==> src/bus_pkg.sv <==
package bus_pkg;

  // Bus word and address types
  typedef logic [31:0] word_t;
  typedef logic [31:0] addr_t;

  // Bit i enables byte i of the word
  typedef logic [3:0] be_t;

  // Top nibble of the address selects the region
  typedef logic [3:0] region_t;

  localparam int REGION_MSB = 31;
  localparam int REGION_LSB = 28;

  // Address map, everything else is unmapped
  localparam region_t REGION_RAM  = 4'h0;
  localparam region_t REGION_UART = 4'h2;

  // Chip select vector layout
  localparam int NUM_CS  = 2;
  localparam int CS_RAM  = 0;
  localparam int CS_UART = 1;

endpackage

==> src/bus_controller.sv <==
module bus_controller import bus_pkg::*; (
  input  logic              clock_50,
  input  logic              rst,
  input  addr_t             address,
  input  logic              read,
  input  logic              write,
  output logic              wait_req,
  output logic [NUM_CS-1:0] chipselect,
  output logic              ram_read,
  output logic              ram_write,
  output logic              uart_read,
  output logic              uart_write,
  input  word_t             ram_readdata,
  input  word_t             uart_readdata,
  output word_t             readdata
);

  typedef enum logic {
    S_IDLE,
    S_ACCESS
  } state_t;

  state_t              state;
  region_t             region;
  logic [NUM_CS-1:0]   cs_decode;
  logic                access_req;
  logic                in_access;

  assign region     = address[REGION_MSB:REGION_LSB];
  assign access_req = read | write;
  assign in_access  = (state == S_ACCESS);

  // One-hot or zero select from the region field
  always_comb begin
    cs_decode = '0;
    case (region)
      REGION_RAM:  cs_decode[CS_RAM] = 1'b1;
      REGION_UART: cs_decode[CS_UART] = 1'b1;
      default:     cs_decode = '0;
    endcase
  end

  // First cycle of an access raises wait, second cycle completes it
  always_ff @(posedge clock_50) begin
    if (rst) begin
      state      <= S_IDLE;
      chipselect <= '0;
    end else begin
      case (state)
        S_IDLE: begin
          if (access_req) begin
            state      <= S_ACCESS;
            chipselect <= cs_decode;
          end
        end
        S_ACCESS: begin
          state      <= S_IDLE;
          chipselect <= '0;
        end
        default: begin
          state      <= S_IDLE;
          chipselect <= '0;
        end
      endcase
    end
  end

  assign wait_req = access_req && (state == S_IDLE);

  // Slave strobes only in the second cycle
  assign ram_read   = in_access && read && chipselect[CS_RAM];
  assign ram_write  = in_access && write && chipselect[CS_RAM];
  assign uart_read  = in_access && read && chipselect[CS_UART];
  assign uart_write = in_access && write && chipselect[CS_UART];

  // Unmapped accesses read back zero
  assign readdata = (chipselect[CS_RAM]  ? ram_readdata  : '0) |
                    (chipselect[CS_UART] ? uart_readdata : '0);

endmodule

==> config.mk <==
export PLATFORM = sky130hd
export DESIGN_NAME = bus_controller
export DESIGN_NICKNAME = d
export VERILOG_FILES = /design/src/bus_pkg.sv /design/src/bus_controller.sv
export SDC_FILE = /design/constraint.sdc
export NUM_CORES = 1
export LEC_CHECK = 0
export BUFFER_PORTS_ARGS = -buffer_cell sky130_fd_sc_hd__buf_2
export CORE_AREA = 2 2 53 55
export CTS_CLUSTER_SIZE = 8
export DETAILED_ROUTE_END_ITERATION = 6
export DIE_AREA = 0 0 55 57
export PLACE_DENSITY = 0.77
export SLEW_MARGIN = 20
export SYNTH_ARGS = -nofsm -noshare
export SYNTH_HDL_FRONTEND = slang
export SYNTH_SLANG_ARGS = --single-unit
==> constraint.sdc <==
create_clock -name clock_50 -period 1.18 [get_ports clock_50]
set_clock_uncertainty 0.15 [all_clocks]
set_input_delay 0.236 -clock clock_50 [delete_from_list [all_inputs] [get_ports clock_50]]
set_output_delay 0.236 -clock clock_50 [all_outputs]
set_load 0.01 [all_outputs]
Word-level counts from Yosys, hierarchy flattened. Cells that the tools add are included. W data, S select, Z words.

Register bits after elaboration: 3. Output and inout bits: 39.

Eq/ne operators: 2. Reduce and logical (&&, ||, !) cells: 8. Mux-type cells: 8. Bitwise operators: 3.

Operators with widths (number): $mux W32 (2); $or A32 B32 Y32 (1); $logic_and A1 B1 Y1 (7); $eq A4 B2 Y1 const B (1); $logic_not A4 Y1 (1); $pmux W2 S2 (1); $mux W1 (3); $mux W2 (1); $ne A2 B2 Y1 const B (1); $pmux W1 S2 (1); $not A1 Y1 (1); $or A1 B1 Y1 (1).

Longest topological paths before layout.
Depth after elaboration: 4. Gate-level depth with buffers: 3. Mapped depth without buffers: 3.

Worst setup path after synthesis. OpenSTA, ideal clock, no wires.

Path type: register to output. From: reg chipselect[1]. To: out uart_read. Path buffers: 2. Cell stages (with the launch flop): 4. Slack: -0.115 ns. Data arrival time: 0.909 ns. Path through: dfxtp_1 > buf_2 > buf_2 > and3_2.

Cells in the longest elaborated chain, start to end: 1.

Ends and longest elaborated chain: start: declaration (line bus_controller.sv:8) `output logic [NUM_CS-1:0] chipselect,`; start signal: assignment (line bus_controller.sv:53) `chipselect <= cs_decode;`; $logic_and A1 B1 Y1 (line bus_controller.sv:73) `assign uart_read = in_access && read && chipselect[CS_UART];`; end: declaration (line bus_controller.sv:11) `output logic uart_read,`.

Every way passes these cells.

Worst setup path in the final report.
From: reg chipselect[0]. To: out readdata[24].

Cells in the longest elaborated chain, start to end: 2.

Ends and longest elaborated chain: $mux W32 (line bus_controller.sv:77) `assign readdata = (chipselect[CS_RAM] ? ram_readdata : '0) |`; $or A32 B32 Y32 (line bus_controller.sv:77); end: declaration (line bus_controller.sv:15) `output word_t readdata`.

Every way passes these cells.

==> flow_metrics.tcl <==
set metrics [dict create \
    final_nets 269 \
    synth_cell_types 12 \
    numCtsBuffers 3 \
    wl_per_cell_um 13.0 \
    fmax_ghz 0.683 \
    dp_cells 194 \
    synth_nets 155 \
    r2r_end "chipselect[0]" \
    initial_core_util_pct 18.0 \
    path_max_fanout 10 \
    synthAdderAreaFrac_pct 0 \
    dpl.hpwl_um 2060 \
    yosys.area.top_type "a22o_1" \
    totalWireLength_um 2590 \
    crit_type "reg -> out" \
    fin_area_um2 1150 \
    crit_chain "buf_4 -> a22o_1 -> buf_2" \
    cap_violations 0 \
    portBuffers 110 \
    synth-compound-area-share_pct 64.2 \
    slew_viol_final 0 \
    cellLeakagePower_nw 0.738 \
    whs_ns 0.0841 \
    rsz0062_at_grt "true" \
    clockBufferDepth 2 \
    ys_warn_count 0 \
    routed_via_density 4.66 \
    relSlewSlack_pct 84.4 \
    crit_slowest_cell "dfxtp_2" \
    drtPass1Iterations 3 \
    powerDensity_nw_per_um2 437 \
    die_width_um 55 \
    hp-class "in -> reg" \
    cts.sinks 3 \
    pre_cts_slack_ns -0.0376 \
    drtIter0Drc 20 \
    synth_top_family_by_area "compound AO/OA/AOI/OAI gates" \
    finalSetupTns_ns -9.46 \
    synthTopCellsByArea "a22o_1 59%, dfxtp_1 13%, buf_2 8.5%, a32o_2 4.8%, and3_2 3.2%" \
    fin_crit_ns 1.46 \
    startpoint_type "register" \
    syn_avg_cell_area_um2 8.58 \
    synth_top_area_share_pct 59.4 \
    die_area_um2 3140 \
    r2r_start "in_access" \
    grt_max_degree 26 \
    holdPathStages 2 \
    clock_latency_ns 0.23 \
    synth.area.mux_share_pct 0 \
    ant_nets 0 \
    hp-start "rst" \
    outcome "finished, violations left" \
    crit_required_ns 0.79 \
    setup_ws_ns -0.283 \
    grt_pass1_wl_um 3450 \
    hold_viol 0 \
    cpPeakStageDelay_ns 0.32 \
    clk_transition_reported_paths_ns 0.04 \
    grt_pass1_vias 822 \
    synth-simple-area-share_pct 13.8 \
    antenna_found_initial 0 \
    htree_levels 1 \
    num_rows 19 \
    holdPathEnd "in_access" \
    core_um2 2620 \
    drive_above_1_share_pct 78.0 \
    synthCells 55 \
    violations "setup timing" \
    syn_area_um2 472 \
    num_antenna_cells 0 \
    drc 0 \
    syn2layout_area_growth_pct 144 \
    fp.dieH_um 57 \
    fillers 290 \
    cts_tree "built" \
    cts_root_buf "clkbuf_4" \
    synth_xor_area_share_pct 0 \
    gr-total-overflow 0 \
    r2r_cells 3 \
    critPathCaptureType "output pin" \
    period_share_pct 124 \
    finalSetupViolations 39 \
    worst_pin_slew_ns 0.232 \
    grt_usage_pct 14.7 \
    rrSetupSlack_ns 0.03 \
    io_pins 139 \
    placed_area_um2 1090 \
    final_cell_count_no_fill 199 \
    ys_seq_area_share_pct 12.7 \
    gp_congestion 0.734 \
    vias 928 \
    synth-seq-cells 3 \
    ir_drop_mv 0.436 \
    critPathArrivalTime_ns 1.08 \
]
==> layer usage <==
metal / vias to the layer above / track usage (%) / share of wire [%]
met3: 2 / 1.57 / 8.9
met5: - / 0 / 0
met1: 414 / 16.6 / 37
li1: 460 / - / -
met2: 52 / 27.4 / 54
met4: 0 / 4.53 / 0.15
==> timing repair <==
item                                    CTS  global route
setup buffers                             1             0
resized for setup                         3             3
endpoints found under the setup margin   39            41
pin swaps                                 1             2
hold buffers                              0             0
cloned                                    0             0
==> per-stage QoR <==
stage | power (mW) | util, %
2_1_floorplan | 0.164 | -
5_1_grt | 0.535 | 44.1
4_1_cts | 0.501 | 43.5
6_report | 0.503 | 44.1
3_3_place_gp | 0.309 | 41.8
3_5_place_dp | 0.311 | 41.8
==> cell usage in the layout, fill, tap and decap left out <==
cell / n
buf_4: 4
and3_1: 2
nor3_1: 1
inv_1: 1
a22o_1: 32
clkbuf_4: 3
buf_2: 109
nor3_2: 1
clkbuf_1: 1
buf_6: 2
nor4_4: 1
nor2_2: 2
buf_12: 2
and3_2: 2
a32o_2: 2
dfxtp_4: 1
dfxtp_2: 2
==> state kept, by name (all words and copies together), names as in the netlist <==
signal,flops
chipselect,2
in_access,1
==> area by class of cell <==
type	instances	area, um^2	share of cell area (%)
clock buffers	4	26.3	2.28
inverters	1	3.75	0.326
multi-input cells	43	379	32.9
flip-flops and latches	3	66.3	5.75
well taps	31	38.8	3.37
repair buffers	117	638	55.4
==> power breakdown <==
part	leakage [nW]	internal, mW	switching, mW
registers	0.0261	0.106	0.00519
clock network	0.0150	0.127	0.0545
logic	0.697	0.125	0.0861
==> Yosys cell counts <==
| library cell | number |
|---|---|
| a22o_1 | 32 |
| a32o_2 | 2 |
| and3_1 | 2 |
| and3_2 | 2 |
| buf_2 | 8 |
| dfxtp_1 | 3 |
| inv_1 | 1 |
| nor2_1 | 1 |
| nor2_2 | 1 |
| nor3_1 | 1 |
| nor3_2 | 1 |
| nor4_2 | 1 |
==> worst max-delay path by stage <==
| stage | start | end | slack (ns) |
|---|---|---|---|
| after global placement | chipselect[0] | readdata[24] | -0.05 |
| final | chipselect[0] | readdata[24] | -0.28 |
| after global routing | chipselect[0] | readdata[24] | -0.31 |
| after floorplan | chipselect[0] | readdata[10] | -0.03 |
| after detailed placement | chipselect[0] | readdata[24] | -0.04 |
| after CTS | chipselect[0] | readdata[24] | -0.29 |
==> kinds of logic after synthesis <==
kind of cell,Yosys count
AO/OA/AOI/OAI,34
AND/OR/NAND/NOR,9
buffers and inverters,9
flip-flops,3
==> worst max-delay path: cells and delay by family (launching register included) <==
kind / cells / cell delay (ns)
buf+inv: 2 / 0.31
flops: 1 / 0.32
compound gates: 1 / 0.22
No activity file was read; power rests on OpenSTA's default activity.
