`config.mk`:
```
export PLATFORM = sky130hd
export DESIGN_NAME = uart_tx
export DESIGN_NICKNAME = d
export VERILOG_FILES = /design/src/bus_pkg.sv /design/src/uart_pkg.sv /design/src/uart_tx.sv
export SDC_FILE = /design/constraint.sdc
export NUM_CORES = 1
export LEC_CHECK = 0
export BUFFER_PORTS_ARGS = -buffer_cell sky130_fd_sc_hd__buf_2
export CAP_MARGIN = 20
export CORE_MARGIN = 4
export CORE_UTILIZATION = 44
export CTS_CLUSTER_DIAMETER = 30
export CTS_CLUSTER_SIZE = 20
export DETAILED_ROUTE_END_ITERATION = 10
export PLACE_DENSITY = 0.84
export SKIP_LAST_GASP = 1
export SLEW_MARGIN = 20
export SYNTH_ARGS = -nofsm -noshare
export SYNTH_HDL_FRONTEND = slang
export SYNTH_SLANG_ARGS = --single-unit
```
`constraint.sdc`:
```
create_clock -name clock_50 -period 2.8 [get_ports clock_50]
set_input_delay 0.28 -clock clock_50 [delete_from_list [all_inputs] [get_ports clock_50]]
set_output_delay 0.28 -clock clock_50 [all_outputs]
set_load 0.05 [all_outputs]
```
`src/bus_pkg.sv`:
```
package bus_pkg;

  // Bus word and address types
  typedef logic [31:0] word_t;
  typedef logic [31:0] addr_t;

  // Bit i enables byte i of the word
  typedef logic [3:0] be_t;

  // Top nibble of the address selects the region
  typedef logic [3:0] region_t;

  localparam int REGION_MSB = 31;
  localparam int REGION_LSB = 28;

  // Address map, everything else is unmapped
  localparam region_t REGION_RAM  = 4'h0;
  localparam region_t REGION_UART = 4'h2;

  // Chip select vector layout
  localparam int NUM_CS  = 2;
  localparam int CS_RAM  = 0;
  localparam int CS_UART = 1;

endpackage

```
`src/uart_pkg.sv`:
```
package uart_pkg;

  // Register byte offsets, the slave only decodes address bit 2
  localparam logic [2:0] UART_DATA_OFS   = 3'h0;
  localparam logic [2:0] UART_STATUS_OFS = 3'h4;

  // Status register bits
  localparam int STATUS_BUSY = 0;

  // Start bit, 8 data bits LSB first, stop bit
  localparam int FRAME_BITS = 10;

endpackage

```
`src/uart_tx.sv`:
```
module uart_tx import bus_pkg::*, uart_pkg::*; #(
  parameter int CLKS_PER_BIT = 8
) (
  input  logic  clock_50,
  input  logic  rst,
  input  logic  reg_sel,
  input  word_t writedata,
  input  be_t   be,
  input  logic  uart_read,
  input  logic  uart_write,
  output word_t uart_readdata,
  output logic  tx
);

  localparam int CNT_W = (CLKS_PER_BIT > 1) ? $clog2(CLKS_PER_BIT) : 1;
  localparam int BIT_W = $clog2(FRAME_BITS);

  localparam logic [CNT_W-1:0] CNT_LAST = CNT_W'(CLKS_PER_BIT - 1);
  localparam logic [BIT_W-1:0] BIT_LAST = BIT_W'(FRAME_BITS - 1);

  logic                  busy;
  logic [FRAME_BITS-1:0] shift_reg;
  logic [CNT_W-1:0]      clk_cnt;
  logic [BIT_W-1:0]      bit_cnt;
  logic                  sel_data;
  logic                  sel_status;
  logic                  load;
  word_t                 status_word;

  assign sel_data   = (reg_sel == UART_DATA_OFS[2]);
  assign sel_status = (reg_sel == UART_STATUS_OFS[2]);

  // Writes while a frame is on the line are dropped
  assign load = uart_write && sel_data && be[0] && !busy;

  always_ff @(posedge clock_50) begin
    if (rst) begin
      busy      <= 1'b0;
      shift_reg <= '1;
      clk_cnt   <= '0;
      bit_cnt   <= '0;
    end else if (load) begin
      busy      <= 1'b1;
      shift_reg <= {1'b1, writedata[7:0], 1'b0};
      clk_cnt   <= '0;
      bit_cnt   <= '0;
    end else if (busy) begin
      if (clk_cnt == CNT_LAST) begin
        clk_cnt <= '0;
        if (bit_cnt == BIT_LAST) begin
          // Stop bit done, line idles high
          busy <= 1'b0;
        end else begin
          bit_cnt   <= bit_cnt + 1'b1;
          shift_reg <= {1'b1, shift_reg[FRAME_BITS-1:1]};
        end
      end else begin
        clk_cnt <= clk_cnt + 1'b1;
      end
    end
  end

  // Stop bit stays in bit 0 once the frame ends
  assign tx = shift_reg[0];

  always_comb begin
    status_word = '0;
    status_word[STATUS_BUSY] = busy;
  end

  // Data register is write only
  assign uart_readdata = (uart_read && sel_status) ? status_word : '0;

endmodule
```
-- Word-level counts from Yosys, hierarchy flattened
Index checks and enable logic that the tools add are counted.
- bits of input ports: 41
- output and inout port bits: 33
- flip-flop bits (word level): 17
- add/subtract/negate cells: 2
- mux-type cells: 10
- equal/unequal tests: 3
- bitwise gates (word level): 2
- reduce and logical (&&, ||, !) cells: 10
- operators with widths (operator ; count):
    9-bit two-way mux ; 4
    3-bit AND reduction ; 2
    1-bit two-way mux ; 5
    4-bit by 1-bit adder with 4-bit output, second input constant ; 1
    4-bit == test, second input constant ; 1
    1-bit logical AND ; 4
    2-bit nonzero test ; 2
    3-bit by 1-bit adder with 3-bit output, second input constant ; 1
    3-bit == test, second input constant ; 1
    3-bit two-way mux ; 1
    2-bit != test, second input constant ; 1
    1-bit NOT ; 2
    2-bit OR reduction ; 1
    1-bit zero test ; 1

-- Depth between registers and ports, before layout
- word-level depth: 6
- gate-level depth with buffers: 6
- depth with buffers taken out: 5

-- Worst setup path before layout
OpenSTA, ideal clock, no wires.
- path kind: register to register
- from: register clk_cnt[0]
- to: register shift_reg[2]
- setup time: 0.141 ns
- cell stages (with the launch flop): 7
- required time: 2.659 ns
- arrival: 1.439 ns
- path buffers: 1
- slack: 1.219 ns
- path through: dfxtp_1 > ha_1 > ha_1 > and2_1 > buf_6 > a2111oi_0 > a211oi_1
- word-level cells in the longest chain between the ends: 3
- ends and longest elaborated chain (item ; line ; RTL):
    start, declared ; uart_tx.sv:23 ; logic [CNT_W-1:0] clk_cnt;
    start signal, assigned ; uart_tx.sv:58 ; clk_cnt <= clk_cnt + 1'b1;
    3-bit == test ; uart_tx.sv:48 ; if (clk_cnt == CNT_LAST) begin
    2-bit nonzero test (no source line) ; - ;
    3-bit AND reduction (no source line) ; - ;
    end signal, assigned ; uart_tx.sv:44 ; shift_reg <= {1'b1, writedata[7:0], 1'b0};
    end signal, assigned ; uart_tx.sv:55 ; shift_reg <= {1'b1, shift_reg[FRAME_BITS-1:1]};
    end, declared ; uart_tx.sv:22 ; logic [FRAME_BITS-1:0] shift_reg;
No other way between the ends.
A chain may end at the register's enable or synchronous reset.

-- Worst setup path in the final report
- from: register clk_cnt[0]
- to: register shift_reg[3]
Same word-level chain as after synthesis.

==> impl_metrics.toml <==
[detailed_routing]
first_iter_violations = 16
wire_per_inst_microns = 12.4
ant_nets = 0
num_vias = 849
via_per_inst = 5.11
firstDrtPassIters = 4
route.detailed.drc = 0
finalWirelength_mm = 2.05

[place]
port_buffers = 15
place_congestion = 0.758
place_area_sq_mm = 0.00104
dp.final_hpwl_mm = 1.54

[yosys]
ys_ff_latch = 17
ys_seq_area_share_pct = 30.6
yosys.cell_types.count = 31
yosysTopAreaCell = "dfxtp_1"
synth_area_sq_mm = 0.00111
ys_warn_count = 0
synth_cells = 127
async_flop_share_pct = 0
syn_area_per_cell_sq_um = 8.75
synth_ff_type = "dfxtp_1"
netlist.area_leader.share_pct = 30.6
synth-edff-count = 0
synth_area_leaders = "dfxtp_1 31%, buf_4 21%, ha_1 4.5%"

[worst_setup_path]
critPathTopFamily = "compound AO/OA/AOI/OAI gates"
critical_path_buf_inv_count = 0
ff2ff_path_depth = 5
rrSetupSlack_ns = 1.04
cp.depth = 5
startpoint = "clk_cnt[0]"
crit_path_end_kind = "register"
required_ns = 2.96
cp_max_fo = 10
crit_chain = "ha_1 -> ha_1 -> and2_1 -> a2111oi_0 -> a211oi_1"
slowest_delay_ns = 0.47
crit_path_frequent_cell = "ha_1"
path_class = "reg -> reg"
cp_data_arrival_time_ns = 1.92
reg2reg_from = "clk_cnt[0]"
r2r_end = "shift_reg[3]"
setup.worst_path.start_class = "register"
cp_slowest_cell = "a2111oi_0"
cp-endpoint = "shift_reg[3]"

[cells_and_area]
drive_gt1_share_pct = 14.5
area_growth_pct = -3.72
antenna_cells = 0
final_area_sq_mm = 0.00107
largest_register_ffs = 9
fin_util_pct = 46.6
fin_nets = 184

[global_routing]
antenna_found_initial = 0
grt_max_degree = 21
grt-ovfl-total = 0
grt_pass1_wl_mm = 3.24
grt_pass1_vias = 753
grtUsageTotal_pct = 12.7

[sta]
slew_headroom_pct = 62.0
worst_slew_pin_slew_ns = 0.567
drv_slew = 0
clock.fmax_mhz = 567
fin_crit_ns = 1.76
final.setup.tns_ns = 0
setup_viol = 0
post-route-period-util_pct = 62.9
hold_viol_final = 0
finalClockSkew_ns = 0.00418
whs_ns = 0.204
rsz0062_at_grt = "false"

[clock_network]
tritoncts = "done"
clkSinkCount = 17
htreeDepth = 1
cts_root_buf = "clkbuf_4"
cts_made_buffers = 3
clockBufferDepth = 2
post_cts_resized = 0
clkTransAtPathRegs_ns = 0.10
cts_setup_buffers = 0
insertion_delay_ns = 0.29
cts_hold_buf = 0

[floorplanning]
start_util_pct = 48.4
num_rows = 17
ios = 74
coreArea_sq_mm = 0.00230
die_area_sq_mm = 0.00339
die_y_microns = 58.3
die_w_microns = 58.3

[hold_path]
hp-class = "in -> reg"

[status]
outcome = "complete, no violations"

[flow_run]
cap_viol_max_count = 0

[power]
peakVddDrop_v = 0.000287
p_leak_nw = 0.487
power_density_mw_per_mm2 = 486
[power breakdown]
group | switching, W | total [W] | internal (W) | leakage [nW]
combinational | 0.000115 | 0.000133 | 0.0000185 | 0.334
clock | 0.0000768 | 0.000132 | 0.0000555 | 0.0150
sequential | 0.00000572 | 0.000255 | 0.000249 | 0.138
[cells by family after synthesis]
logic type               after synthesis  synth area share (%)
buffers and inverters                 41                  27.1
AND/OR/NAND/NOR                       38                  19.3
AO/OA/AOI/OAI                         22                  14.5
flip-flops                            17                  30.6
multiplexers                           4                  3.60
adder cells (fa/ha/maj)                4                  4.50
other                                  1                 0.338
[synthesized netlist by cell type (3+ instances only)]
master	n
buf_4	31
dfxtp_1	17
nor3_1	9
a211oi_1	6
nand2_1	6
nand3_1	5
nor2_1	5
a2111oi_0	4
a21oi_1	4
buf_6	4
ha_1	4
mux2i_1	4
inv_1	3
or3_1	3
[area by class of cell]
type	count	area, sq um
sequential	17	340
fill	234	1230
tap	28	35.0
clock buffer	4	26.3
multi-input combinational	99	582
timing repair buffer	15	75.1
inverter	3	11.3
[tightest hold or removal path: stages]
cell     delay (ns)
buf_2          0.08
nand2_1        0.04
nand4_1        0.07
[per-layer routing]
metal | vias to the layer above | share of wire, % | track usage, %
met5 | - | 0 | 0
li1 | 412 | - | -
met3 | 7 | 7.4 | 2.23
met1 | 387 | 41 | 14.7
met2 | 43 | 48 | 20.5
met4 | 0 | 3.4 | 10.3
[worst min-delay path by stage]
stage               slack, ns    startpoint           end  cells past startpoint
floorplan                0.41  writedata[7]  shift_reg[8]                      2
global placement         0.46    clk_cnt[1]    clk_cnt[1]                      2
detailed placement       0.47    clk_cnt[1]    clk_cnt[1]                      2
CTS                      0.20  writedata[7]  shift_reg[8]                      3
global route             0.21  writedata[7]  shift_reg[8]                      3
finish                   0.20  writedata[7]  shift_reg[8]                      3
[placed cells by master (no fill, tap or decap)]
| cell type | n |
|---|---|
| a2111oi_0 | 4 |
| a211oi_1 | 6 |
| a21o_1 | 2 |
| a21oi_1 | 4 |
| a21oi_2 | 1 |
| a221o_1 | 2 |
| and2_1 | 1 |
| and3_1 | 1 |
| and3b_1 | 1 |
| and4_1 | 1 |
| and4bb_4 | 1 |
| buf_2 | 15 |
| clkbuf_1 | 1 |
| clkbuf_4 | 3 |
| conb_1 | 31 |
| dfxtp_1 | 17 |
| ha_1 | 4 |
| inv_1 | 3 |
| mux2i_1 | 4 |
| nand2_1 | 6 |
| nand2b_1 | 1 |
| nand3_1 | 5 |
| nand3b_1 | 1 |
| nand4_1 | 2 |
| nand4bb_1 | 1 |
| nor2_1 | 5 |
| nor3_1 | 9 |
| o211ai_1 | 1 |
| o21ai_0 | 2 |
| or3_1 | 3 |
[per-stage QoR]
step / setup WS (ns) / total power (W) / std cells
floorplan: 1.22 / 0.000413 / 157
global placement: 1.11 / 0.000389 / 162
detailed placement: 1.06 / 0.000391 / 162
CTS: 1.03 / 0.000522 / 166
global route: 0.866 / 0.000545 / 166
finish: 1.04 / 0.000520 / 166
Note: power is estimated with default switching activity, not from simulation.
